`config.mk`:
```
export PLATFORM = sky130hd
export DESIGN_NAME = mq_top
export DESIGN_NICKNAME = d
export VERILOG_FILES = /design/src/hdl/mq_pkg.sv /design/src/hdl/lane_if.sv /design/src/hdl/fifo.sv /design/src/hdl/mq_top.sv /design/src/hdl/wb_pop_port.sv /design/src/hdl/wb_push_port.sv
export VERILOG_INCLUDE_DIRS = /design/src /design/src/hdl
export SDC_FILE = /design/constraint.sdc
export NUM_CORES = 1
export LEC_CHECK = 0
export ABC_AREA = 1
export BUFFER_PORTS_ARGS = -buffer_cell sky130_fd_sc_hd__buf_2
export CAP_MARGIN = 25
export CELL_PAD_IN_SITES_DETAIL_PLACEMENT = 1
export CELL_PAD_IN_SITES_GLOBAL_PLACEMENT = 1
export CORE_ASPECT_RATIO = 0.8
export CORE_UTILIZATION = 53
export CTS_BUF_LIST = sky130_fd_sc_hd__clkbuf_4 sky130_fd_sc_hd__clkbuf_8
export DETAILED_ROUTE_END_ITERATION = 8
export HOLD_SLACK_MARGIN = 0.02
export PLACE_DENSITY_LB_ADDON = 0.1
export SYNTH_ARGS = -nofsm -noshare
export SYNTH_HDL_FRONTEND = slang
export SYNTH_SLANG_ARGS = --single-unit
```
`constraint.sdc`:
```
create_clock -name clk -period 4 [get_ports clk]
set_input_delay 0 -clock clk [delete_from_list [all_inputs] [get_ports clk]]
set_output_delay 0 -clock clk [all_outputs]
set_load 0.01 [all_outputs]
```
`src/hdl/mq_cfg.svh`:
```
// Queue configuration defines: word width, lane count and FIFO depth per lane
`ifndef MQ_CFG_SVH
`define MQ_CFG_SVH

// Width of one queued word
`define MQ_DATA_WIDTH 32

// Number of lanes, a power of two
// Lane index width follows from it
`define MQ_NUM_LANES 4

// Slots per lane ring buffer
// One slot stays free to tell full from empty, so capacity is depth minus one
`define MQ_FIFO_DEPTH 4

// Bit position of the full mask in the status word
`define MQ_STAT_FULL_LSB 8

`endif

```
`src/hdl/mq_pkg.sv`:
```
// Shared queue types: data word, lane index, lane mask and Wishbone port state
`include "mq_cfg.svh"

package mq_pkg;

    // One queued word as carried on both buses
    typedef logic [`MQ_DATA_WIDTH-1:0] mq_data_t;

    // Lane number, log2 of the lane count
    typedef logic [$clog2(`MQ_NUM_LANES)-1:0] lane_idx_t;

    // One bit per lane
    // Used for the empty and full flags in the status word
    typedef logic [`MQ_NUM_LANES-1:0] lane_mask_t;

    // Wishbone slave port FSM
    // Idle until a request, wait on back-pressure, single-cycle ack
    typedef enum logic [1:0] {
        PORT_IDLE,
        PORT_WAIT,
        PORT_ACK
    } port_state_t;

endpackage : mq_pkg

```
`src/hdl/lane_if.sv`:
```
// Interface for one queue lane: push, pop, data and flags, with writer, reader and fifo modports
`timescale 1ns/100ps

interface lane_if import mq_pkg::*; ();

    // Write side, driven by the push port
    logic     push;
    mq_data_t push_data;

    // Read side, driven by the pop port
    logic     pop;
    mq_data_t pop_data;

    // Lane flags from the FIFO
    logic     empty;
    logic     full;

    // Producer side
    modport writer (output push, output push_data, input full);

    // Consumer side, also sees full for the status word
    modport reader (output pop, input pop_data, input empty, input full);

    // FIFO mirrors both ports
    modport fifo (input push, input push_data, input pop,
                  output pop_data, output empty, output full);

endinterface : lane_if

```
`src/hdl/fifo.sv`:
```
// Ring-buffer FIFO for one queue lane with registered pointers and empty/full flags
`timescale 1ns/100ps
`include "mq_cfg.svh"

module fifo
    import mq_pkg::*;
(
    input  logic clk,
    input  logic rst,
    lane_if.fifo q
);

    localparam int PTR_W = $clog2(`MQ_FIFO_DEPTH);
    localparam logic [PTR_W-1:0] LAST_SLOT = PTR_W'(`MQ_FIFO_DEPTH - 1);

    // Storage slots
    mq_data_t mem [`MQ_FIFO_DEPTH];

    logic [PTR_W-1:0] rd_ptr;
    logic [PTR_W-1:0] wr_ptr;
    logic [PTR_W-1:0] rd_ptr_inc;
    logic [PTR_W-1:0] wr_ptr_inc;
    logic             do_push;
    logic             do_pop;

    // Next slot around the ring
    // Wraps at the last slot, so any depth works
    assign rd_ptr_inc = (rd_ptr == LAST_SLOT) ? '0 : rd_ptr + 1'b1;
    assign wr_ptr_inc = (wr_ptr == LAST_SLOT) ? '0 : wr_ptr + 1'b1;

    // Empty when both pointers meet
    assign q.empty = (wr_ptr == rd_ptr);

    // Full when one more write would catch up with the read pointer
    assign q.full = (wr_ptr_inc == rd_ptr);

    // Head entry, valid whenever the lane is not empty
    assign q.pop_data = mem[rd_ptr];

    // Push on full and pop on empty have no effect
    assign do_push = q.push && !q.full;
    assign do_pop  = q.pop && !q.empty;

    // Word is written into the slot under the write pointer
    always_ff @(posedge clk) begin
        if (do_push) begin
            mem[wr_ptr] <= q.push_data;
        end
    end

    // Pointers advance independently, same-cycle push and pop is fine
    always_ff @(posedge clk) begin
        if (rst) begin
            rd_ptr <= '0;
            wr_ptr <= '0;
        end else begin
            if (do_push) begin
                wr_ptr <= wr_ptr_inc;
            end
            if (do_pop) begin
                rd_ptr <= rd_ptr_inc;
            end
        end
    end

endmodule : fifo

```
`src/hdl/mq_top.sv`:
```
// Message queue top level: Wishbone producer and consumer ports over an array of lane FIFOs
`timescale 1ns/100ps
`include "mq_cfg.svh"

module mq_top
    import mq_pkg::*;
(
    input  logic       clk,
    input  logic       rst,

    // Producer bus
    input  logic       p_cyc,
    input  logic       p_stb,
    input  logic       p_we,
    input  lane_idx_t  p_adr,
    input  mq_data_t   p_dat_w,
    output logic       p_ack,

    // Consumer bus
    input  logic       c_cyc,
    input  logic       c_stb,
    input  logic [2:0] c_adr,
    output mq_data_t   c_dat_r,
    output logic       c_ack
);

    // One bundle per lane between the ports and its FIFO
    lane_if lanes [`MQ_NUM_LANES] ();

    // Producer side, write port
    wb_push_port i_push (
        .clk   (clk),
        .rst   (rst),
        .cyc   (p_cyc),
        .stb   (p_stb),
        .we    (p_we),
        .adr   (p_adr),
        .dat_w (p_dat_w),
        .ack   (p_ack),
        .lanes (lanes)
    );

    // Consumer side, read and status port
    wb_pop_port i_pop (
        .clk   (clk),
        .rst   (rst),
        .cyc   (c_cyc),
        .stb   (c_stb),
        .adr   (c_adr),
        .dat_r (c_dat_r),
        .ack   (c_ack),
        .lanes (lanes)
    );

    // Lane buffers
    for (genvar i = 0; i < `MQ_NUM_LANES; i++) begin : g_fifo
        fifo i_fifo (
            .clk (clk),
            .rst (rst),
            .q   (lanes[i])
        );
    end

endmodule : mq_top

```
`src/hdl/wb_pop_port.sv`:
```
// Wishbone classic slave that pops the addressed lane or returns the lane status word
`timescale 1ns/100ps
`include "mq_cfg.svh"

module wb_pop_port
    import mq_pkg::*;
(
    input  logic       clk,
    input  logic       rst,
    input  logic       cyc,
    input  logic       stb,
    input  logic [2:0] adr,
    output mq_data_t   dat_r,
    output logic       ack,
    lane_if.reader     lanes [`MQ_NUM_LANES]
);

    port_state_t state;
    port_state_t state_nxt;
    lane_idx_t   adr_lane;
    lane_idx_t   lane_q;
    lane_idx_t   rd_lane;
    logic        pop_q;
    logic        req;
    logic        rd_status;
    logic        load;
    lane_mask_t  empty_mask;
    lane_mask_t  full_mask;
    mq_data_t    head [`MQ_NUM_LANES];
    mq_data_t    status_word;

    assign req      = cyc && stb;
    // Low address bits pick the lane, bit 2 picks status
    assign adr_lane = adr[1:0];

    // Flags and head words from every lane
    for (genvar i = 0; i < `MQ_NUM_LANES; i++) begin : g_lane
        assign empty_mask[i] = lanes[i].empty;
        assign full_mask[i]  = lanes[i].full;
        assign head[i]       = lanes[i].pop_data;
        // One pop per data read, on the acked lane only
        assign lanes[i].pop  = (state == PORT_ACK) && pop_q && (lane_q == lane_idx_t'(i));
    end

    // Status word
    // Empty mask at the bottom, full mask at bit 8, rest zero
    always_comb begin
        status_word = '0;
        status_word[`MQ_NUM_LANES-1:0] = empty_mask;
        status_word[`MQ_STAT_FULL_LSB +: `MQ_NUM_LANES] = full_mask;
    end

    // A waiting read is always a data read of the latched lane
    assign rd_status = (state == PORT_IDLE) && adr[2];
    assign rd_lane   = (state == PORT_IDLE) ? adr_lane : lane_q;

    // FSM next state, load marks the edge that registers dat_r
    always_comb begin
        state_nxt = state;
        load      = 1'b0;
        case (state)
            PORT_IDLE: begin
                if (req) begin
                    if (adr[2] || !empty_mask[adr_lane]) begin
                        state_nxt = PORT_ACK;
                        load      = 1'b1;
                    end else begin
                        // Empty lane, stall until a word arrives
                        state_nxt = PORT_WAIT;
                    end
                end
            end
            PORT_WAIT: begin
                if (!cyc) begin
                    state_nxt = PORT_IDLE;
                end else if (!empty_mask[lane_q]) begin
                    state_nxt = PORT_ACK;
                    load      = 1'b1;
                end
            end
            PORT_ACK: state_nxt = PORT_IDLE;
            default:  state_nxt = PORT_IDLE;
        endcase
    end

    // State and latched request kind
    always_ff @(posedge clk) begin
        if (rst) begin
            state  <= PORT_IDLE;
            lane_q <= '0;
            pop_q  <= 1'b0;
        end else begin
            state <= state_nxt;
            if (state == PORT_IDLE && req) begin
                lane_q <= adr_lane;
                pop_q  <= !adr[2];
            end
        end
    end

    // Read data registered on the edge before ack
    always_ff @(posedge clk) begin
        if (load) begin
            dat_r <= rd_status ? status_word : head[rd_lane];
        end
    end

    assign ack = (state == PORT_ACK);

endmodule : wb_pop_port

```
`src/hdl/wb_push_port.sv`:
```
// Wishbone classic slave that pushes producer writes into the addressed lane
`timescale 1ns/100ps
`include "mq_cfg.svh"

module wb_push_port
    import mq_pkg::*;
(
    input  logic      clk,
    input  logic      rst,
    input  logic      cyc,
    input  logic      stb,
    input  logic      we,
    input  lane_idx_t adr,
    input  mq_data_t  dat_w,
    output logic      ack,
    lane_if.writer    lanes [`MQ_NUM_LANES]
);

    port_state_t state;
    port_state_t state_nxt;
    lane_idx_t   lane_q;
    mq_data_t    data_q;
    logic        we_q;
    lane_mask_t  full_mask;
    logic        req;

    // Valid bus request
    assign req = cyc && stb;

    // Per-lane push strobes and flag gather
    for (genvar i = 0; i < `MQ_NUM_LANES; i++) begin : g_lane
        // Only the latched lane pushes, and only on a write
        assign lanes[i].push      = (state == PORT_ACK) && we_q && (lane_q == lane_idx_t'(i));
        assign lanes[i].push_data = data_q;
        assign full_mask[i]       = lanes[i].full;
    end

    // FSM next state
    always_comb begin
        state_nxt = state;
        case (state)
            PORT_IDLE: begin
                if (req) begin
                    // Reads are acked at once, writes to a full lane stall
                    if (!we || !full_mask[adr]) begin
                        state_nxt = PORT_ACK;
                    end else begin
                        state_nxt = PORT_WAIT;
                    end
                end
            end
            PORT_WAIT: begin
                // Master gave up the cycle
                if (!cyc) begin
                    state_nxt = PORT_IDLE;
                end else if (!full_mask[lane_q]) begin
                    state_nxt = PORT_ACK;
                end
            end
            // Ack lasts one cycle, master drops stb after it
            PORT_ACK: state_nxt = PORT_IDLE;
            default:  state_nxt = PORT_IDLE;
        endcase
    end

    // State and latched request
    always_ff @(posedge clk) begin
        if (rst) begin
            state  <= PORT_IDLE;
            lane_q <= '0;
            we_q   <= 1'b0;
        end else begin
            state <= state_nxt;
            if (state == PORT_IDLE && req) begin
                lane_q <= adr;
                we_q   <= we;
            end
        end
    end

    // Write word held until the push
    always_ff @(posedge clk) begin
        if (state == PORT_IDLE && req) begin
            data_q <= dat_w;
        end
    end

    assign ack = (state == PORT_ACK);

endmodule : wb_push_port

```
==> results of run 1 <==
cells by family after synthesis:
logic type | Yosys count
adders and majority gates | 20
xor gates and xnor gates | 7
buffers and inverters | 174
DFF | 610
and+or+nand+nor | 592
AOI/OAI and AO/OA | 465
metal layers:
metal	vias to the layer above	part of all wire (%)	GRT usage (%)
met5	-	0.017	0
met4	2	4.0	13.9
met3	155	8.1	6.71
met2	763	48	53.6
met1	8367	40	44.3
li1	7205	-	-
Yosys cell counts, drive strengths merged, types with 2 or more instances:
master	instances
nand2	190
inv	72
ha	20
nand3	91
o211ai	31
dfxtp	34
buf	32
nand4	5
clkinv	2
clkbuf	68
xnor2	7
o21ai	275
o22ai	79
o221ai	7
a21oi	73
nor2	304
edfxtp	576
sequential cells by signal, summed over array words and instances (netlist names), named ones only:
signal                  count
g_fifo.i_fifo.mem         512
i_pop.dat_r                32
i_push.lanes.push_data     32
g_fifo.i_fifo.rd_ptr        8
g_fifo.i_fifo.wr_ptr        8
i_pop.lane_q                2
i_pop.state                 2
i_push.lane_q               2
i_push.state                2
i_pop.pop_q                 1
i_push.we_q                 1
layout by cell type (no fill, tap or decap), types with 3 or more instances in the layout:
cell,netlist,layout
ha_1,20,19
clkinv_1,2,21
o21ai_0,271,271
dfxtp_1,34,28
buf_2,24,77
nand3_1,91,91
o211ai_2,7,7
clkbuf_4,0,41
a21oi_1,73,73
edfxtp_1,576,576
clkinv_2,0,4
o211ai_1,24,24
o22ai_1,79,79
inv_1,68,68
buf_4,0,43
dfxtp_2,0,6
clkinvlp_4,0,3
clkbuf_8,0,100
inv_2,4,5
nand4_1,5,5
nor2_4,1,17
nand2_1,190,189
o221ai_1,7,7
dlygate4sd3_1,0,84
xnor2_1,7,7
nor2_1,303,287
worst register-to-register path, cell delays in order, from the launching register on:
cell           delay [ns]
dfxtp_2              0.37
inv_1                0.12
ha_4                 0.30
nand2_1              0.06
nand2_1              0.13
nand3_1              0.11
nand2_1              0.09
dlygate4sd3_1        0.55
inv_1                0.04
nand2_1              0.05
dlygate4sd3_1        0.57
nand4_1              0.08
dlygate4sd3_1        0.59
a21oi_1              0.13
dlygate4sd3_1        0.56
worst max path at each step:
stage	from	to	slack (ns)	cells after the start
after detailed placement	g_fifo[1].i_fifo.wr_ptr[0]$_SDFFE_PP0N_	g_fifo[1].i_fifo.mem[3][27]$_DFFE_PP_	0.89	7
after CTS	g_fifo[2].i_fifo.wr_ptr[0]$_SDFFE_PP0P_	i_push.state[0]$_SDFFE_PP0P_	0.23	15
after global placement	g_fifo[1].i_fifo.wr_ptr[0]$_SDFFE_PP0N_	g_fifo[1].i_fifo.mem[3][26]$_DFFE_PP_	1.03	7
final	g_fifo[2].i_fifo.wr_ptr[0]$_SDFFE_PP0P_	i_push.state[0]$_SDFFE_PP0P_	0.18	14
after global routing	g_fifo[2].i_fifo.wr_ptr[0]$_SDFFE_PP0P_	i_push.state[0]$_SDFFE_PP0P_	0.04	15
after floorplan	i_push.state[0]$_SDFFE_PP0P_	i_push.state[0]$_SDFFE_PP0P_	0.66	3
power groups by stage:
stage | Sequential (W) | Clock [W] | Combinational (W)
2_1_floorplan | 0.00721 | 0 | 0.000184
3_3_place_gp | 0.00727 | 0 | 0.000354
3_5_place_dp | 0.00727 | 0 | 0.000364
4_1_cts | 0.00714 | 0.00528 | 0.000427
5_1_grt | 0.00714 | 0.00553 | 0.000468
6_report | 0.00714 | 0.00525 | 0.000442
metrics by stage:
stage               worst slack, ns  hold WS (ns)  instance area, um2  cells
global route                 0.0381        0.0290               27800   2746
CTS                           0.227        0.0240               27800   2745
floorplan                     0.655        0.0691               23900   1868
detailed placement            0.889         0.178               25100   2491
global placement               1.03         0.177               25100   2491
finish                        0.182        0.0626               27800   2746
cell type report:
cell class / instances / area, um2
Sequential cell: 610 / 18000
Fill cell: 4424 / 16600
Multi-Input combinational cell: 1084 / 5400
Clock buffer: 141 / 1680
Timing Repair Buffer: 205 / 1570
Tap cell: 603 / 754
Inverter: 74 / 278
Clock inverter: 29 / 178
repair_timing:
item | in CTS | in global routing
hold buffers | 84 | 0
gates resized for setup | 0 | 3
hold endpoints to repair | 42 | 0
setup endpoints to repair | 0 | 1
==> flow_metrics.env, run 1 <==
export IMPL_p_total_w=0.0128
export IMPL_ioPinCount=78
export IMPL_hold_violations=0
export IMPL_worstPathMaxFanout=5
export IMPL_yosysTopAreaCell="edfxtp_1"
export IMPL_worst_setup_path_start_kind="flip-flop"
export IMPL_syn_area_um2=23900
export IMPL_fmax_mhz=262
export IMPL_worstHoldPathType="in -> reg"
export IMPL_layout_nets=2135
export IMPL_crit_path_end_kind="flip-flop"
export IMPL_core_area_um2=44500
export IMPL_remaining_drc_errors=0
export IMPL_drive_above_1_share_pct=14.5
export IMPL_synth_top_family_by_area="compound AO/OA/AOI/OAI gates"
export IMPL_htreeDepth=3
export IMPL_synth_edff_count=576
export IMPL_p_sw_share_pct=22.2
export IMPL_crit_arrival_ns=4.46
export IMPL_reg2reg_setup_slack_ns=0.18
export IMPL_grt_use_total_pct=33.3
export IMPL_critPathKind="reg -> reg"
export IMPL_min_delay_start="c_stb"
export IMPL_yosys_warnings=0
export IMPL_finalSetupViolations=0
export IMPL_wl_um=75000
export IMPL_synth_top_cell_area_share_pct=72.3
export IMPL_grt_overflow_total=0
export IMPL_hold_depth=5
export IMPL_io_buffers=77
export IMPL_ys_seq_area_share_pct=75.1
export IMPL_cts_tree="yes"
export IMPL_final_util_pct=62.6
export IMPL_status="complete, no violations"
export IMPL_synth_mux_area_share_pct=0
export IMPL_slowest_delay_ns=0.59
export IMPL_hpwl_um=44700
export IMPL_post_synth_cell_area_avg_um2=12.8
export IMPL_die_y_um=192
export IMPL_critPathTopFamily="buffers and inverters"
export IMPL_synth_async_reset_ratio_pct=0
export IMPL_leakage_nw=9.69
export IMPL_cp_buffers_inverters=6
export IMPL_synthAdderAreaFrac_pct=1.05
export IMPL_cp_slowest_cell="dlygate4sd3_1"
export IMPL_synthXorXnorAreaFrac_pct=0.256
export IMPL_cts_root_buf="clkbuf_8"
export IMPL_relSlewSlack_pct=28.7
export IMPL_critPathRequiredTime_ns=4.64
export IMPL_syn_inst=1868
export IMPL_synth_area_leaders="edfxtp_1 (72%), o21ai_0 (5.7%), nor2_1 (4.8%), nand2_1 (3.0%), dfxtp_1 (2.8%)"
export IMPL_slew_viol_final=0
export IMPL_clock_power_share_pct=40.9
export IMPL_antenna_found_initial=4
export IMPL_p_int_w=0.00999
export IMPL_cap_viol_max_count=0
export IMPL_cts_setup_buffers=0
export IMPL_fp_dieArea_um2=46000
export IMPL_period_needed_ns=3.82
export IMPL_grt_max_degree=67
export IMPL_ys_seq_elements=610
export IMPL_grt_pass1_vias=17300
export IMPL_ff2ff_path_depth=14
export IMPL_fin_skew_ns=0.0353
export IMPL_synth_main_ff_cell="edfxtp_1"
export IMPL_gp_congestion=0.846
export IMPL_power_frac_seq_pct=55.6
export IMPL_hold_end="i_pop.dat_r[8]$_DFFE_PP_"
export IMPL_wl_per_cell_um=27.3
export IMPL_path_cells="inv_1 -> ha_4 -> nand2_1 -> nand2_1 -> nand3_1 -> nand2_1 -> dlygate4sd3_1 -> inv_1 -> nand2_1 -> dlygate4sd3_1 -> nand4_1 -> dlygate4sd3_1 -> a21oi_1 -> dlygate4sd3_1"
export IMPL_power_switching_w=0.00285
export IMPL_syn2layout_area_growth_pct=16.4
export IMPL_synth_compound_area_share_pct=10.7
export IMPL_p_comb_share_pct=3.4
export IMPL_drt_vias_per_instance=6.01
export IMPL_die_w_um=240
export IMPL_rsz0062_at_grt="false"
export IMPL_ant_nets=0
export IMPL_cts_buffers=96
export IMPL_r2r_end="i_push.state[0]$_SDFFE_PP0P_"
export IMPL_clk_latency_ns=0.70
export IMPL_cts_path_max_buffers=3
export IMPL_finalSetupTns_ns=0
export IMPL_power_per_cell_area_nw_per_um2=461
export IMPL_dr_pass1_iters=5
export IMPL_start_util_pct=53.8
export IMPL_post_route_period_util_pct=95.4
export IMPL_drt_iter0_drc=1665
export IMPL_synthSimpleGateAreaFrac_pct=9.87
export IMPL_row_count=69
export IMPL_grt_pass1_wl_um=109000
export IMPL_tightest_slew_ns=1.07
export IMPL_clock_sinks=610
export IMPL_yosysUniqueCellTypes=26
export IMPL_antenna_cells=0
export IMPL_vdd_drop_max_mv=0.334
export IMPL_path_clk_slew_ns=0.06
export IMPL_syn_nets=1932
export IMPL_vias=16500
export IMPL_regToRegStartpoint="g_fifo[2].i_fifo.wr_ptr[0]$_SDFFE_PP0P_"
Note: power is estimated with default switching activity, not from simulation.
==> run 2, diff against run 1 <==
==> constraint.sdc (replaced) <==
create_clock -name clk -period 4 [get_ports clk]
set_input_delay 1 -clock clk [delete_from_list [all_inputs] [get_ports clk]]
set_output_delay 1 -clock clk [all_outputs]
set_load 0.01 [all_outputs]
==> flow_metrics.env, run 2 (same netlist as run 1, synthesis figures left out) <==
export IMPL_finalSetupTns_ns=0
export IMPL_cap_viol_max_count=0
export IMPL_grt_overflow_total=0
export IMPL_drt_vias_per_instance=6.04
export IMPL_vias=16100
export IMPL_start_util_pct=53.8
export IMPL_final_util_pct=61.1
export IMPL_relSlewSlack_pct=30.1
export IMPL_cts_buffers=94
export IMPL_core_area_um2=44500
export IMPL_syn2layout_area_growth_pct=13.6
export IMPL_ant_nets=0
export IMPL_grt_pass1_wl_um=105000
export IMPL_row_count=69
export IMPL_finalSetupViolations=0
export IMPL_period_needed_ns=3.06
export IMPL_clk_latency_ns=0.70
export IMPL_rsz0062_at_grt="false"
export IMPL_pre_cts_ws_ns=0.922
export IMPL_worst_setup_path_start_kind="flip-flop"
export IMPL_slowest_delay_ns=0.74
export IMPL_grt_max_degree=67
export IMPL_worstPathMaxFanout=14
export IMPL_post_route_period_util_pct=76.6
export IMPL_wl_met2_um=32900
export IMPL_path_clk_slew_ns=0.06
export IMPL_wl_um=71200
export IMPL_io_buffers=77
export IMPL_largest_reg_flops=512
export IMPL_critPathKind="reg -> reg"
export IMPL_status="complete, no violations"
export IMPL_wl_met3_um=5320
export IMPL_ioPinCount=78
export IMPL_antenna_found_initial=1
export IMPL_crit_path_end_kind="flip-flop"
export IMPL_top_register="g_fifo.i_fifo.mem"
export IMPL_fmax_mhz=327
export IMPL_dr_pass1_iters=5
export IMPL_fin_ws_ns=0.938
export IMPL_layout_common_cells="edfxtp_1 (576), nor2_1 (287), o21ai_0 (271)"
export IMPL_hpwl_um=42100
export IMPL_crit_arrival_ns=3.44
export IMPL_cts_root_buf="clkbuf_8"
export IMPL_tightest_slew_ns=1.05
export IMPL_path_cells="inv_1 -> ha_1 -> inv_1 -> nand2_1 -> nand2_1 -> nand2_1 -> inv_1 -> nor2_1 -> nand3_1 -> nor2_4 -> buf_4"
export IMPL_die_w_um=240
export IMPL_remaining_drc_errors=0
export IMPL_fin_skew_ns=0.0252
export IMPL_worstHoldPathType="in -> reg"
export IMPL_fp_dieArea_um2=46000
export IMPL_cts_resized=0
export IMPL_critPathRequiredTime_ns=4.38
export IMPL_hold_violations=0
export IMPL_top_layer="met5"
export IMPL_drt_iter0_drc=1552
export IMPL_grt_use_total_pct=31.9
export IMPL_met1_length_um=30900
export IMPL_leakage_nw=9.43
export IMPL_wl_per_cell_um=26.6
export IMPL_clock_sinks=610
export IMPL_htreeDepth=3
export IMPL_gp_congestion=0.848
export IMPL_die_y_um=192
export IMPL_hold_buffers=0
export IMPL_drive_above_1_share_pct=15.7
export IMPL_final_common_cell="edfxtp_1"
export IMPL_slew_viol_final=0
export IMPL_p_total_w=0.0129
export IMPL_grt_pass1_vias=16500
export IMPL_layout_nets=2053
export IMPL_cts_path_max_buffers=3
export IMPL_cp_slowest_cell="nor2_4"
export IMPL_cts_setup_buffers=0
export IMPL_cts_tree="yes"
export IMPL_vdd_drop_max_mv=0.460
export IMPL_power_per_cell_area_nw_per_um2=476
==> run 2: area by class of cell <==
cell class / instances / area (um2)
Multi-Input combinational cell: 1084 / 5390
Fill cell: 4434 / 17300
Clock inverter: 36 / 314
Timing Repair Buffer: 125 / 796
Clock buffer: 139 / 1660
Inverter: 74 / 278
Tap cell: 603 / 754
Sequential cell: 610 / 18000
Antenna cell: 1 / 2.50
==> run 2: per-stage QoR <==
step | cell area, um2 | hold WS, ns | instances
after global routing | 27200 | 0.427 | 2671
after floorplan | 23900 | 0.485 | 1868
after CTS | 27200 | 0.424 | 2671
after detailed placement | 25200 | 0.534 | 2496
after global placement | 25100 | 0.532 | 2493
final | 27200 | 0.474 | 2672
==> run 2: worst paths after layout <==
check                           slack (ns)                                     end                                    start  cells after the start
worst max-delay path                  0.94   g_fifo[0].i_fifo.mem[3][16]$_DFFE_PP_  g_fifo[0].i_fifo.wr_ptr[0]$_SDFFE_PP0P_                     11
worst max register to register        0.94   g_fifo[0].i_fifo.mem[3][16]$_DFFE_PP_  g_fifo[0].i_fifo.wr_ptr[0]$_SDFFE_PP0P_                     11
worst min register to register        0.56                               flip-flop  g_fifo[0].i_fifo.rd_ptr[0]$_SDFFE_PP0P_                      2
worst min-delay path                  0.47  i_push.lanes[0].push_data[1]$_DFFE_PP_                               p_dat_w[1]                      1
==> run 2: routing by layer <==
metal | up-vias | global-route usage [%]
met4 | 2 | 11.0
met5 | - | 0
met3 | 127 | 6.45
met2 | 679 | 49.7
met1 | 8278 | 45.0
li1 | 7054 | -
==> run 2: worst max-delay path, delay by kind of cell, from the launching register on <==
family	cells	cell delay, ns
fa+ha+maj	1	0.33
buf+inv	4	0.57
simple gates	6	1.43
flops	1	0.40
==> run 2: power by group <==
group | total, W | internal [W] | switching, W
Combinational | 0.000354 | 0.000102 | 0.000252
Clock | 0.00547 | 0.00300 | 0.00247
Sequential | 0.00712 | 0.00702 | 0.0000959
==> run 3, diff against run 2 <==
--- a/config.mk
+++ b/config.mk
@@ -12,7 +12,7 @@
 export CELL_PAD_IN_SITES_DETAIL_PLACEMENT = 1
 export CELL_PAD_IN_SITES_GLOBAL_PLACEMENT = 1
 export CORE_ASPECT_RATIO = 0.8
-export CORE_UTILIZATION = 53
+export CORE_UTILIZATION = 48
 export CTS_BUF_LIST = sky130_fd_sc_hd__clkbuf_4 sky130_fd_sc_hd__clkbuf_8
 export DETAILED_ROUTE_END_ITERATION = 8
 export HOLD_SLACK_MARGIN = 0.02
==> constraint.sdc (replaced) <==
create_clock -name clk -period 2.51 [get_ports clk]
set_input_delay 0.6275 -clock clk [delete_from_list [all_inputs] [get_ports clk]]
set_output_delay 0.6275 -clock clk [all_outputs]
set_load 0.01 [all_outputs]
==> flow_metrics.env, run 3 (same netlist as run 1, synthesis figures left out) <==
export IMPL_status="complete, no violations"
export IMPL_worst_setup_path_start_kind="flip-flop"
export IMPL_hpwl_um=41300
export IMPL_largest_reg_flops=512
export IMPL_leakage_nw=9.56
export IMPL_worstPathMaxFanout=16
export IMPL_io_buffers=77
export IMPL_clk_latency_ns=0.69
export IMPL_pre_cts_ws_ns=0.0614
export IMPL_path_clk_slew_ns=0.06
export IMPL_drt_iter0_drc=1367
export IMPL_layout_nets=2078
export IMPL_regToRegStartpoint="g_fifo[1].i_fifo.wr_ptr[0]$_SDFFE_PP0N_"
export IMPL_row_count=72
export IMPL_startpoint="g_fifo[1].i_fifo.wr_ptr[0]$_SDFFE_PP0N_"
export IMPL_drive_above_1_share_pct=16.4
export IMPL_gp_congestion=0.820
export IMPL_critPathKind="reg -> reg"
export IMPL_cap_viol_max_count=0
export IMPL_p_sw_share_pct=21.9
export IMPL_power_per_cell_area_nw_per_um2=732
export IMPL_htreeDepth=3
export IMPL_clock_power_share_pct=41.3
export IMPL_fmax_mhz=422
export IMPL_fp_dieArea_um2=50700
export IMPL_power_frac_seq_pct=55.9
export IMPL_antenna_found_initial=2
export IMPL_wl_per_cell_um=24.7
export IMPL_cts_root_buf="clkbuf_8"
export IMPL_die_w_um=252
export IMPL_core_area_um2=48700
export IMPL_dr_pass1_iters=5
export IMPL_tightest_slew_ns=0.829
export IMPL_reg2reg_setup_slack_ns=0.14
export IMPL_remaining_drc_errors=0
export IMPL_top_register="g_fifo.i_fifo.mem"
export IMPL_grt_use_total_pct=27.0
export IMPL_cts_buffers=96
export IMPL_post_route_period_util_pct=94.4
export IMPL_grt_max_degree=67
export IMPL_syn2layout_area_growth_pct=15.8
export IMPL_grt_pass1_vias=16200
export IMPL_clock_sinks=610
export IMPL_period_needed_ns=2.37
export IMPL_cts_path_max_buffers=3
export IMPL_die_y_um=202
export IMPL_fin_skew_ns=0.0327
export IMPL_ant_nets=0
export IMPL_drt_vias_per_instance=5.75
export IMPL_grt_overflow_total=0
export IMPL_cts_tree="yes"
export IMPL_rsz0062_at_grt="false"
export IMPL_antenna_cells=0
export IMPL_crit_path_end_kind="flip-flop"
export IMPL_start_util_pct=49.1
export IMPL_wl_um=68000
export IMPL_worstHoldPathType="in -> reg"
export IMPL_vdd_drop_max_mv=0.550
export IMPL_finalSetupViolations=0
export IMPL_fin_ws_ns=0.141
export IMPL_grt_pass1_wl_um=101000
export IMPL_slew_viol_final=0
export IMPL_dp_cells=2577
export IMPL_power_switching_w=0.00444
export IMPL_final_common_cell="edfxtp_1"
export IMPL_critPathRequiredTime_ns=2.88
export IMPL_nFillCells=4878
export IMPL_ioPinCount=78
export IMPL_vias=15800
export IMPL_finalNonFillerCells=2751
export IMPL_p_comb_share_pct=2.8
export IMPL_p_int_w=0.0159
export IMPL_layout_common_cells="edfxtp_1 (576), nor2_1 (287), o21ai_0 (271)"
export IMPL_min_delay_start="p_dat_w[24]"
export IMPL_hold_violations=0
export IMPL_relSlewSlack_pct=44.7
export IMPL_crit_arrival_ns=2.74
## run 3: changes by cell type in the layout (fill, tap and decap cells not counted), sizes merged
| cell | change |
|---|---|
| buf | +21 |
| inv | -4 |
| bufinv | -3 |
| clkinv | +3 |
| clkbuf | -2 |
| clkinvlp | +2 |
| diode | -1 |
## run 3: metrics by stage
| stage | TNS [ns] | cell area (um2) | utilization, % | hold slack [ns] | total power, W |
|---|---|---|---|---|---|
| 2_1_floorplan | -61.27 | 24000 | - | 0.485 | 0.0118 |
| 3_3_place_gp | 0 | 25700 | 52.7 | 0.519 | 0.0121 |
| 3_5_place_dp | 0 | 25700 | 52.7 | 0.531 | 0.0121 |
| 4_1_cts | 0 | 27600 | 56.6 | 0.0530 | 0.0205 |
| 5_1_grt | 0 | 27700 | 56.9 | 0.0657 | 0.0209 |
| 6_report | 0 | 27700 | 56.9 | 0.110 | 0.0203 |
## run 3: final timing paths
path | to | cells past startpoint
worst max-delay path | g_fifo[1].i_fifo.mem[1][30]$_DFFE_PP_ | 9
worst min-delay path | i_push.lanes[0].push_data[24]$_DFFE_PP_ | 1
worst max register to register | g_fifo[1].i_fifo.mem[1][30]$_DFFE_PP_ | 9
worst min register to register | flip-flop | 2
## run 3: final cells by class
type,count,area (um2),area share (%)
flip-flops and latches,610,18000,64.9
multi-input cells,1084,5420,19.6
clock buffers,135,1670,6.03
repair buffers,148,1310,4.72
well taps,666,833,3.01
inverters,74,278,1.00
clock inverters,34,223,0.804
## run 3: power by group through the flow
stage                     clock network, W  registers [W]  logic, W
after global routing               0.00895         0.0114  0.000627
final                              0.00837         0.0113  0.000578
after floorplan                          0         0.0115  0.000296
after detailed placement                 0         0.0116  0.000574
after CTS                          0.00854         0.0113  0.000579
after global placement                   0         0.0116  0.000562
## run 3: critical path: stages, from the launching register on
cell	delay [ns]
dfxtp_2	0.37
inv_1	0.12
ha_4	0.27
xnor2_2	0.18
nand2_1	0.12
nand4_1	0.25
buf_6	0.25
nor2_4	0.12
buf_12	0.14
clkbuf_16	0.22
## run 3: repair_timing
action | in CTS | in global routing
hold buffers | 0 | 0
buffers inserted | 0 | 3
endpoints found under the setup margin | 0 | 256
resized for setup | 0 | 6
## run 3: layer usage
layer | vias to the layer above | part of all wire (%) | global-route usage (%)
met5 | - | 0 | 0
met4 | 0 | 1.7 | 6.62
met3 | 90 | 7.1 | 4.76
met2 | 492 | 45 | 40.2
met1 | 8131 | 47 | 41.3
li1 | 7097 | - | -
